===== src/hw/insn_pkg.sv =====
//====================
// Instruction definitions
// Word format, opcodes and the payload carried by each stage
//====================

package insn_pkg;

	// Field widths
	localparam int INSN_W = 32;
	localparam int PC_W   = 32;
	localparam int OPC_W  = 6;
	localparam int REG_W  = 5;
	localparam int TAG_W  = 6;

	// Opcode sits in the top bits, destination register right below it
	localparam int OPC_LSB = INSN_W - OPC_W;
	localparam int RD_LSB  = OPC_LSB - REG_W;

	typedef logic [INSN_W-1:0] insn_t;

	// Only BSR and UCODE get special handling in the front end
	// Anything else is treated as an ordinary operation
	typedef enum logic [OPC_W-1:0] {
		OP_NOP   = 6'h00,
		OP_ADD   = 6'h01,
		OP_SUB   = 6'h02,
		OP_LD    = 6'h08,
		OP_ST    = 6'h09,
		OP_BSR   = 6'h30,
		OP_UCODE = 6'h3e
	} opcode_t;

	// Fetch and mux stages carry the raw word
	typedef struct packed {
		logic [PC_W-1:0] pc;
		insn_t           word;
	} fetch_pkt_t;

	// Decode stage carries the decoded fields
	typedef struct packed {
		logic [PC_W-1:0]  pc;
		opcode_t          opcode;
		logic [REG_W-1:0] rd;
	} dec_pkt_t;

	// Rename and queue stages add the physical tag
	typedef struct packed {
		logic [PC_W-1:0]  pc;
		opcode_t          opcode;
		logic [REG_W-1:0] rd;
		logic [TAG_W-1:0] tag;
	} ren_pkt_t;

	function automatic opcode_t opcode_of(input insn_t w);
		return opcode_t'(w[INSN_W-1:OPC_LSB]);
	endfunction

	function automatic logic [REG_W-1:0] rd_of(input insn_t w);
		return w[OPC_LSB-1:RD_LSB];
	endfunction

endpackage


===== src/hw/pipe_pkg.sv =====
//====================
// Pipeline control definitions
// Branch-recovery states and the front-end timing constants
//====================

package pipe_pkg;

	//====================
	// Branch recovery
	//====================

	// Recovery sequence after a branch miss, in stepping order
	// The FSM walks these one per cycle and relies on the encoding order
	typedef enum logic [2:0] {
		BS_IDLE          = 3'd0,
		BS_CHKPT_RESTORE = 3'd1,
		BS_STATE3        = 3'd2,
		BS_DONE          = 3'd3,
		BS_DONE2         = 3'd4
	} branch_state_t;

	// High over the whole recovering range, BS_CHKPT_RESTORE up to BS_DONE2
	function automatic logic in_recovery(input branch_state_t s);
		return (s >= BS_CHKPT_RESTORE) && (s <= BS_DONE2);
	endfunction

	//====================
	// Micro-code timing
	//====================

	// Cycles the micro-code flag stays up once a micro-coded opcode decodes
	localparam int UCODE_LEN = 3;

	// Width of the down-counter that times the micro-code flag
	localparam int UCODE_CNT_W = $clog2(UCODE_LEN + 1);

endpackage

===== src/hw/frontend_top.sv =====
//====================
// Instruction front end
// Fetch, mux, decode, rename and queue with flush control
//====================

`timescale 1ns/1ps

module frontend_top (
	input  logic                          clk,
	input  logic                          rst,
	input  logic                          ihit,
	input  logic [insn_pkg::PC_W-1:0]     fetch_pc,
	input  insn_pkg::insn_t               fetch_word,
	input  logic                          hold_front,
	input  logic                          hold_back,
	input  logic                          branchmiss,
	output logic                          que_valid,
	output logic                          que_copy,
	output logic [insn_pkg::PC_W-1:0]     que_pc,
	output insn_pkg::opcode_t             que_opcode,
	output logic [insn_pkg::TAG_W-1:0]    que_tag,
	output logic                          recovering
);

	logic advance_pipeline;
	logic advance_seg2;
	logic stomp_mux;
	logic stomp_dec;
	logic stomp_ren;
	logic stomp_que;
	logic stomp_quem;
	logic do_bsr;
	logic micro_code_active;
	pipe_pkg::branch_state_t branch_state;

	insn_pkg::fetch_pkt_t fet_d;
	insn_pkg::fetch_pkt_t fet_q;
	insn_pkg::fetch_pkt_t mux_q;
	insn_pkg::dec_pkt_t   dec_d;
	insn_pkg::dec_pkt_t   dec_q;
	insn_pkg::ren_pkt_t   ren_d;
	insn_pkg::ren_pkt_t   ren_q;
	insn_pkg::ren_pkt_t   que_q;
	logic fet_v;
	logic mux_v;
	logic dec_v;
	logic ren_v;
	logic que_v;

	// Stage contents that survived their own stomp
	logic mux_live;
	logic dec_live;
	logic ren_live;

	logic [insn_pkg::TAG_W-1:0] tag_cnt;
	logic                       tag_alloc;

	//====================
	// Segment 1
	//====================

	// Fetch captures a word on every step, stomp_fet acts through stomp_mux
	always_comb begin
		fet_d.pc   = fetch_pc;
		fet_d.word = fetch_word;
	end

	stage_reg #(.payload_t(insn_pkg::fetch_pkt_t)) u_fet (
		.clk(clk), .rst(rst), .advance(advance_pipeline),
		.in_valid(1'b1), .in_data(fet_d), .out_valid(fet_v), .out_data(fet_q)
	);

	stage_reg #(.payload_t(insn_pkg::fetch_pkt_t)) u_mux (
		.clk(clk), .rst(rst), .advance(advance_pipeline),
		.in_valid(fet_v), .in_data(fet_q), .out_valid(mux_v), .out_data(mux_q)
	);

	assign mux_live = mux_v && !stomp_mux;

	always_comb begin
		dec_d.pc     = mux_q.pc;
		dec_d.opcode = insn_pkg::opcode_of(mux_q.word);
		dec_d.rd     = insn_pkg::rd_of(mux_q.word);
	end

	stage_reg #(.payload_t(insn_pkg::dec_pkt_t)) u_dec (
		.clk(clk), .rst(rst), .advance(advance_pipeline),
		.in_valid(mux_live), .in_data(dec_d), .out_valid(dec_v), .out_data(dec_q)
	);

	assign dec_live = dec_v && !stomp_dec;

	//====================
	// Segment 2
	//====================

	// A tag goes out only when decode really hands over a word that rename keeps
	// Words caught by a miss or recovery at this edge are stomped in rename
	assign tag_alloc = advance_seg2 && advance_pipeline && dec_live
		&& !branchmiss && !recovering;

	always_ff @(posedge clk) begin
		if (rst) begin
			tag_cnt <= '0;
		end else if (tag_alloc) begin
			tag_cnt <= tag_cnt + 1'b1;
		end
	end

	always_comb begin
		ren_d.pc     = dec_q.pc;
		ren_d.opcode = dec_q.opcode;
		ren_d.rd     = dec_q.rd;
		ren_d.tag    = tag_cnt;
	end

	stage_reg #(.payload_t(insn_pkg::ren_pkt_t)) u_ren (
		.clk(clk), .rst(rst), .advance(advance_seg2),
		.in_valid(dec_live), .in_data(ren_d), .out_valid(ren_v), .out_data(ren_q)
	);

	assign ren_live = ren_v && !stomp_ren;

	stage_reg #(.payload_t(insn_pkg::ren_pkt_t)) u_que (
		.clk(clk), .rst(rst), .advance(advance_seg2),
		.in_valid(ren_live), .in_data(ren_q), .out_valid(que_v), .out_data(que_q)
	);

	// Renamed words stomped by a miss still queue, but only as copy targets
	assign que_valid  = que_v && !stomp_que && !stomp_quem;
	assign que_copy   = que_v && !stomp_que && stomp_quem;
	assign que_pc     = que_q.pc;
	assign que_opcode = que_q.opcode;
	assign que_tag    = que_q.tag;

	//====================
	// Control
	//====================

	// Decode word is the one at the decoder input, in the mux stage
	fe_predecode u_predecode (
		.clk(clk), .rst(rst), .advance_pipeline(advance_pipeline),
		.fetch_word(fet_q.word), .dec_word(mux_q.word), .dec_valid(mux_live),
		.do_bsr(do_bsr), .micro_code_active(micro_code_active)
	);

	branch_recovery_fsm u_recovery (
		.clk(clk), .rst(rst), .branchmiss(branchmiss),
		.branch_state(branch_state), .recovering(recovering)
	);

	fe_flush_ctrl u_flush (
		.clk(clk), .rst(rst), .ihit(ihit), .hold_front(hold_front),
		.hold_back(hold_back), .micro_code_active(micro_code_active),
		.branchmiss(branchmiss), .branch_state(branch_state), .do_bsr(do_bsr),
		.advance_pipeline(advance_pipeline), .advance_seg2(advance_seg2),
		.stomp_fet(), .stomp_mux(stomp_mux), .stomp_dec(stomp_dec),
		.stomp_ren(stomp_ren), .stomp_que(stomp_que), .stomp_quem(stomp_quem)
	);

endmodule


===== src/hw/fe_flush_ctrl.sv =====
//====================
// Front-end flush control
// Segment advance enables and the stage stomp waterfall
//====================

`timescale 1ns/1ps

module fe_flush_ctrl (
	input  logic                    clk,
	input  logic                    rst,
	input  logic                    ihit,
	input  logic                    hold_front,
	input  logic                    hold_back,
	input  logic                    micro_code_active,
	input  logic                    branchmiss,
	input  pipe_pkg::branch_state_t branch_state,
	input  logic                    do_bsr,
	output logic                    advance_pipeline,
	output logic                    advance_seg2,
	output logic                    stomp_fet,
	output logic                    stomp_mux,
	output logic                    stomp_dec,
	output logic                    stomp_ren,
	output logic                    stomp_que,
	output logic                    stomp_quem
);

	logic do_bsr_d;
	logic miss_or_rcv;
	logic next_stomp_mux;
	logic next_stomp_dec;
	logic next_stomp_ren;

	//====================
	// Advance enables
	//====================

	// Segment 2 only waits on the back end
	// Segment 1 also needs segment 2 to move, or it would overrun rename
	assign advance_seg2     = !hold_back;
	assign advance_pipeline = advance_seg2 && !hold_front;

	// BSR seen at fetch, kept for one more segment-1 step
	always_ff @(posedge clk) begin
		if (rst) begin
			do_bsr_d <= 1'b0;
		end else if (advance_pipeline) begin
			do_bsr_d <= do_bsr;
		end
	end

	//====================
	// Stomp waterfall
	//====================

	assign miss_or_rcv = branchmiss || pipe_pkg::in_recovery(branch_state);

	// A miss around a BSR leaves the fetch slot holding junk
	assign stomp_fet = !ihit && (do_bsr || do_bsr_d);

	// Micro-code does not need the cache line, so the fetch stomp is masked
	assign next_stomp_mux = (stomp_fet && !micro_code_active) || do_bsr || miss_or_rcv;
	assign next_stomp_dec = stomp_mux || miss_or_rcv;
	assign next_stomp_ren = stomp_dec || miss_or_rcv;

	// Segment-1 stomps move with their stage contents
	// Reset leaves every stage stomped until real words arrive
	always_ff @(posedge clk) begin
		if (rst) begin
			stomp_mux <= 1'b1;
			stomp_dec <= 1'b1;
		end else if (advance_pipeline) begin
			stomp_mux <= next_stomp_mux;
			stomp_dec <= next_stomp_dec;
		end
	end

	// Rename may step while decode holds, and then it takes a bubble
	// Queue entries cannot be dropped after rename, quem marks them as copies
	always_ff @(posedge clk) begin
		if (rst) begin
			stomp_ren  <= 1'b1;
			stomp_que  <= 1'b1;
			stomp_quem <= 1'b1;
		end else if (advance_seg2) begin
			stomp_ren  <= advance_pipeline ? next_stomp_ren : 1'b1;
			stomp_que  <= stomp_ren;
			stomp_quem <= miss_or_rcv;
		end
	end

	// Segment 1 never steps ahead of segment 2
	a_adv_order: assert property (
		@(posedge clk) disable iff (rst)
		advance_pipeline |-> advance_seg2
	) else $error("segment 1 advanced while segment 2 held");

endmodule


===== src/hw/branch_recovery_fsm.sv =====
//====================
// Branch recovery FSM
// Walks the fixed recovery sequence once per branch miss
//====================

`timescale 1ns/1ps

module branch_recovery_fsm (
	input  logic                    clk,
	input  logic                    rst,
	input  logic                    branchmiss,
	output pipe_pkg::branch_state_t branch_state,
	output logic                    recovering
);

	pipe_pkg::branch_state_t state_nxt;

	//====================
	// Next state
	//====================

	// Only BS_IDLE looks at branchmiss
	// A miss that lands mid-sequence is dropped and recovery runs to the end
	always_comb begin
		state_nxt = branch_state;
		case (branch_state)
			pipe_pkg::BS_IDLE: begin
				if (branchmiss) begin
					state_nxt = pipe_pkg::BS_CHKPT_RESTORE;
				end
			end
			// Checkpoint restore takes one cycle in this model
			pipe_pkg::BS_CHKPT_RESTORE: state_nxt = pipe_pkg::BS_STATE3;
			pipe_pkg::BS_STATE3:        state_nxt = pipe_pkg::BS_DONE;
			pipe_pkg::BS_DONE:          state_nxt = pipe_pkg::BS_DONE2;
			pipe_pkg::BS_DONE2:         state_nxt = pipe_pkg::BS_IDLE;
			// Unused encodings fall back to idle
			default:                    state_nxt = pipe_pkg::BS_IDLE;
		endcase
	end

	always_ff @(posedge clk) begin
		if (rst) begin
			branch_state <= pipe_pkg::BS_IDLE;
		end else begin
			branch_state <= state_nxt;
		end
	end

	// Four states are in the recovering range, so the flag lasts four cycles
	assign recovering = pipe_pkg::in_recovery(branch_state);

	//====================
	// Checks
	//====================

	// Nothing but a branch miss may start a recovery
	a_idle_exit: assert property (
		@(posedge clk) disable iff (rst)
		(branch_state == pipe_pkg::BS_IDLE) && !branchmiss
			|=> (branch_state == pipe_pkg::BS_IDLE)
	) else $error("recovery started without a branch miss");

endmodule


===== src/hw/fe_predecode.sv =====
//====================
// Front-end predecode
// Spots BSR at fetch and times the micro-code flag from decode
//====================

`timescale 1ns/1ps

module fe_predecode (
	input  logic            clk,
	input  logic            rst,
	input  logic            advance_pipeline,
	input  insn_pkg::insn_t fetch_word,
	input  insn_pkg::insn_t dec_word,
	input  logic            dec_valid,
	output logic            do_bsr,
	output logic            micro_code_active
);

	logic [pipe_pkg::UCODE_CNT_W-1:0] ucode_cnt;
	logic                             ucode_start;

	//====================
	// Fetch classification
	//====================

	// BSR is unconditional, so the word in fetch is enough to redirect
	// No valid qualifier here, the flush controller pairs it with ihit
	assign do_bsr = (insn_pkg::opcode_of(fetch_word) == insn_pkg::OP_BSR);

	//====================
	// Micro-code timing
	//====================

	// A micro-coded opcode counts only if it actually moves into decode
	// A stomped or held copy must not retrigger the flag
	assign ucode_start = advance_pipeline && dec_valid
		&& (insn_pkg::opcode_of(dec_word) == insn_pkg::OP_UCODE);

	// Down-counter reloads on every new micro-coded opcode
	// Otherwise it runs out to zero and stops there
	always_ff @(posedge clk) begin
		if (rst) begin
			ucode_cnt <= '0;
		end else if (ucode_start) begin
			ucode_cnt <= pipe_pkg::UCODE_LEN[pipe_pkg::UCODE_CNT_W-1:0];
		end else if (ucode_cnt != '0) begin
			ucode_cnt <= ucode_cnt - 1'b1;
		end
	end

	// Flag covers exactly UCODE_LEN cycles after the last start
	assign micro_code_active = (ucode_cnt != '0);

	// Counter stays within the programmed length over its whole life
	a_ucode_cnt_range: assert property (
		@(posedge clk) disable iff (rst)
		ucode_cnt <= pipe_pkg::UCODE_LEN
	) else $error("micro-code counter above UCODE_LEN");

endmodule


===== src/hw/stage_reg.sv =====
//====================
// Pipeline stage register
// Holds one payload and its valid bit, loaded on the stage advance
//====================

`timescale 1ns/1ps

module stage_reg #(
	// Payload carried by this stage
	parameter type payload_t = logic
) (
	input  logic     clk,
	input  logic     rst,
	input  logic     advance,
	input  logic     in_valid,
	input  payload_t in_data,
	output logic     out_valid,
	output payload_t out_data
);

	// Valid bit is control state and clears on reset
	// A stage that does not advance keeps its contents for the next cycle
	always_ff @(posedge clk) begin
		if (rst) begin
			out_valid <= 1'b0;
		end else if (advance) begin
			out_valid <= in_valid;
		end
	end

	//====================
	// Payload
	//====================

	// Payload only means something while out_valid is high
	// It loads whenever the stage advances, bubbles included
	always_ff @(posedge clk) begin
		if (advance) begin
			out_data <= in_data;
		end
	end

endmodule


===== config.mk =====
export PLATFORM = sky130hd
export DESIGN_NAME = frontend_top
export DESIGN_NICKNAME = d
export VERILOG_FILES = /design/src/hw/insn_pkg.sv /design/src/hw/pipe_pkg.sv /design/src/hw/frontend_top.sv /design/src/hw/fe_flush_ctrl.sv /design/src/hw/branch_recovery_fsm.sv /design/src/hw/fe_predecode.sv /design/src/hw/stage_reg.sv
export SDC_FILE = /design/constraint.sdc
export NUM_CORES = 1
export LEC_CHECK = 0
export ABC_AREA = 1
export BUFFER_PORTS_ARGS = -buffer_cell sky130_fd_sc_hd__clkbuf_2
export CORE_MARGIN = 2
export CORE_UTILIZATION = 58
export CTS_CLUSTER_DIAMETER = 120
export DETAILED_ROUTE_END_ITERATION = 6
export GPL_ROUTABILITY_DRIVEN = 1
export MAX_ROUTING_LAYER = met4
export PLACE_DENSITY_LB_ADDON = 0.1
export SLEW_MARGIN = 10
export SYNTH_ARGS = -nofsm -noshare
export SYNTH_HDL_FRONTEND = slang
export SYNTH_HIERARCHICAL = 1
export SYNTH_SLANG_ARGS = --single-unit

===== constraint.sdc =====
create_clock -name clk -period 5.4 [get_ports clk]
set_input_delay 1.08 -clock clk [delete_from_list [all_inputs] [get_ports clk]]
set_output_delay 1.08 -clock clk [all_outputs]
set_load 0.02 [all_outputs]

**Word level (Yosys, flattened, before mapping)**

Cells that the tools add are included.

- Multiplexer cells: 5
- Equality and inequality tests: 6
- Reductions and logical operators: 36
- Order comparisons: 2
- Add/sub/neg operators: 2

Operators by type and width:

| kind | number |
|---|---|
| $logic_and A1 B1 Y1 | 16 |
| $eq A6 B6 Y1 const B | 2 |
| $pmux W3 S4 | 1 |
| $logic_not A1 Y1 | 11 |
| $add A6 B1 Y6 const B | 1 |
| $eq A3 B2 Y1 const B | 2 |
| $logic_or A1 B1 Y1 | 6 |
| $mux W2 | 2 |
| $reduce_bool A2 Y1 | 2 |
| $eq A3 B1 Y1 const B | 1 |
| $ge A3 B1 Y1 const B | 1 |
| $le A3 B3 Y1 const B | 1 |
| $logic_not A3 Y1 | 1 |
| $mux W3 | 1 |
| $ne A2 B2 Y1 const B | 1 |
| $sub A2 B1 Y2 const B | 1 |
| $mux W1 | 1 |

- Flip-flop bits (word level): 276
- Bits of input ports: 70
- Word-level logic and storage cells: 77

**Depth between registers and ports, before layout**

- Depth after elaboration: 6
- Depth in mapped cells: 8
- Mapped depth without buffers: 8

**Hierarchy**

Netlist, hierarchy kept.

By module, submodules not included:

| module | area each (µm²) | times used | cells an instance | seq. area each (µm²) |
|---|---|---|---|---|
| stage_reg (u_fet ...) | 1966.9 | 2 | 71 | 1941.9 |
| stage_reg (u_que ...) | 1516.5 | 2 | 56 | 1491.4 |
| stage_reg (u_dec) | 1336.3 | 1 | 50 | 1311.3 |
| frontend_top | 376.6 | 1 | 58 | 120.1 |
| fe_flush_ctrl | 287.8 | 1 | 43 | 120.1 |
| fe_predecode | 135.1 | 1 | 22 | 40.0 |
| branch_recovery_fsm | 122.6 | 1 | 17 | 60.1 |

**Worst setup path before layout**

OpenSTA, ideal clock, no wires.

- Kind: input to register
- Start: input port hold_back
- End: register tag_cnt[2] (netlist bit)
- Stages on the path: 8
- Setup slack: 0.899 ns
- Arrival time: 4.386 ns
- Data required time: 5.285 ns
- Path buffers: 0
- Cells stage by stage: nor2_4 nand2_1 inv_2 nand2_2 nor2_8 nand3_1 nand2_1 nor2_1

- Word-level cells in the longest chain between the ends: 6

Ends and longest elaborated chain:

| element | RTL line | source |
|---|---|---|
| start, declared | frontend_top.sv:15 | `input logic hold_back,` |
| $logic_not A1 Y1 * | fe_flush_ctrl.sv:40 | `assign advance_seg2 = !hold_back;` |
| $logic_and A1 B1 Y1 | fe_flush_ctrl.sv:41 | `assign advance_pipeline = advance_seg2 && !hold_front;` |
| $logic_and A1 B1 Y1 * (2 in a row) | frontend_top.sv:99 | `assign tag_alloc = advance_seg2 && advance_pipeline && dec_live` |
| $logic_and A1 B1 Y1 * (2 in a row) | frontend_top.sv:100 | `&& !branchmiss && !recovering;` |
| end signal, assigned | frontend_top.sv:106 | `tag_cnt <= tag_cnt + 1'b1;` |
| end, declared | frontend_top.sv:55 | `logic [insn_pkg::TAG_W-1:0] tag_cnt;` |

Mark *: on every way between the ends. The rest lies on a longest branch, timed or not.
A chain may end at the register's enable or synchronous reset.

==> results.toml <==
[outcome]
status = "finished, final reports clean"

[synthesis]
syn_inst = 375
netlist_area_sq_um = 7206
avgSynthCellArea_sq_um = 19.22
synth_warnings = 6
synthesis.nets = 447

[die]
die_w_um = 115.5
start_util = 0.5974
fp.coreArea_sq_um = 12060
die_y_um = 115.5
die_area_sq_um = 13330
row_count = 40
ioPinCount = 117

[layout]
layout_common_cells = "edfxtp_1, clkbuf_2, nand2_1, inv_1, dfxtp_1"
synthToLayoutAreaGrowth_pct = 17.78
layout-drive-gt1-share = 0.2664
nets = 562
n_antenna_cell = 0
final_common_cell = "edfxtp_1"
fillers = 772
final_area_sq_um = 8487

[sta]
final_hold_viol_count = 0
slew_headroom = 0.2361
finalClockSkew_ps = 9.694
tightestPinTransition_ps = 1146
rsz0062_at_grt = "false"
post-route-period-util = 0.4623
fin_setup_tns_ps = 0
min_period_ps = 2496
timing.fmax_mhz = 400.6
setup_viol = 0
maxSlewViolCount = 0

[clock_network]
clock_latency_ps = 480
cts.path.max_buffers = 3
cts_tree = "yes"
cts_resized = 0
path_clk_slew_ps = 60
cts_root_buf = "clkbuf_16"
cts_setup_buffers = 0
cts_hold_buf = 0
clock-sinks = 224
cts_inserted_buffers = 21
htreeDepth = 1

[hold_path]
hp-class = "reg -> reg"

[power]
p_leak_nw = 3.160
max-vdd-ir-drop_v = 0.0002677
p_seq_frac = 0.587
p_comb_frac = 0.043
p_switching_w = 0.0006738
p_int_w = 0.002728
swShare = 0.1981
powerDensity_nw_per_um2 = 400.8
pwr-share-clk = 0.370

[worst_setup_path]
crit_required_ps = 4320
crit_type = "reg -> out"
path_max_fanout = 5
arrival_ps = 1420
critPathCaptureType = "output port"
startpoint_type = "flip-flop"

[global_routing]
antenna_found_initial = 0
grt.overflow.total = 0
grt_usage = 0.1392
grt_pass1_wl_um = 14030
grt_pass1_vias = 3000
grt_max_degree = 96

[detailed_routing]
detail_route.wl_per_cell_um = 13.30
vias = 3205
drt-total-wl_um = 8925
vias_per_cell = 4.776
drc = 0
ant_nets = 0
firstDrtPassIters = 4
drtIter0Drc = 258

[placement]
dpl_cell_area_sq_um = 7896
port_buffers = 90
dpl.hpwl_um = 5395
gp_congestion = 0.6968

[run]
cap_violations = 0
==> critical path, stage by stage, from the launching register on <==
cell	delay, ps
dfxtp_1	350
nor2_2	170
xor2_1	220
clkbuf_2	210
==> cell type report <==
cell class / instances / area, sq um / share of cell area
Sequential cell: 224 / 6506 / 0.7666
Inverter: 34 / 130.1 / 0.01533
Multi-Input combinational cell: 117 / 571.8 / 0.06737
Tap cell: 168 / 210.2 / 0.02477
Timing Repair Buffer: 92 / 478.0 / 0.05632
Clock buffer: 24 / 536.8 / 0.06325
Clock inverter: 12 / 53.80 / 0.006339
==> layer usage <==
metal	global-route usage	vias up	share of wire
met3	0.02824	16	0.041
met4	0.05783	0	0.025
met1	0.1675	1533	0.41
li1	-	1584	-
met2	0.2324	72	0.52
met5	-	-	0
==> sequential cells by signal (all words and copies together), names as in the netlist, 2 cells and up <==
signal                   cells
u_que/out_data              44
u_ren/out_data              44
u_dec/out_data              38
u_fet/out_data              38
u_mux/out_data              38
tag_cnt                      6
u_recovery/branch_state      3
u_predecode/ucode_cnt        2
==> final timing paths <==
kind	to	slack [ps]	depth (start not counted)	startpoint
min	u_ren/out_data[41]	410	0	u_dec/out_data[35]
min reg2reg	u_ren/out_data[41]	410	0	u_dec/out_data[35]
max	recovering	2900	3	u_recovery/branch_state[0]
max reg2reg	tag_cnt[2]	4060	8	u_recovery/branch_state[2]
==> stage by stage <==
stage	util	total power, W	hold WS (ps)	std cells	setup slack, ps
after CTS	0.7036	0.003441	417.2	671	2881
after global placement	0.6547	0.002169	400.2	635	2593
after detailed placement	0.6547	0.002182	404.5	635	2496
after floorplan	-	0.002123	400.3	375	1750
final	0.7036	0.003402	412.9	671	2904
after global routing	0.7036	0.003525	418.7	671	2823
==> power by group through the flow <==
stage                     Sequential, W  Combinational (W)  Clock, W
after CTS                       0.00200           0.000148   0.00129
after floorplan                 0.00205          0.0000758         0
after global routing            0.00200           0.000162   0.00136
after detailed placement        0.00203           0.000147         0
after global placement          0.00203           0.000140         0
final                           0.00200           0.000145   0.00126
Power figures use the tool's default switching activity.
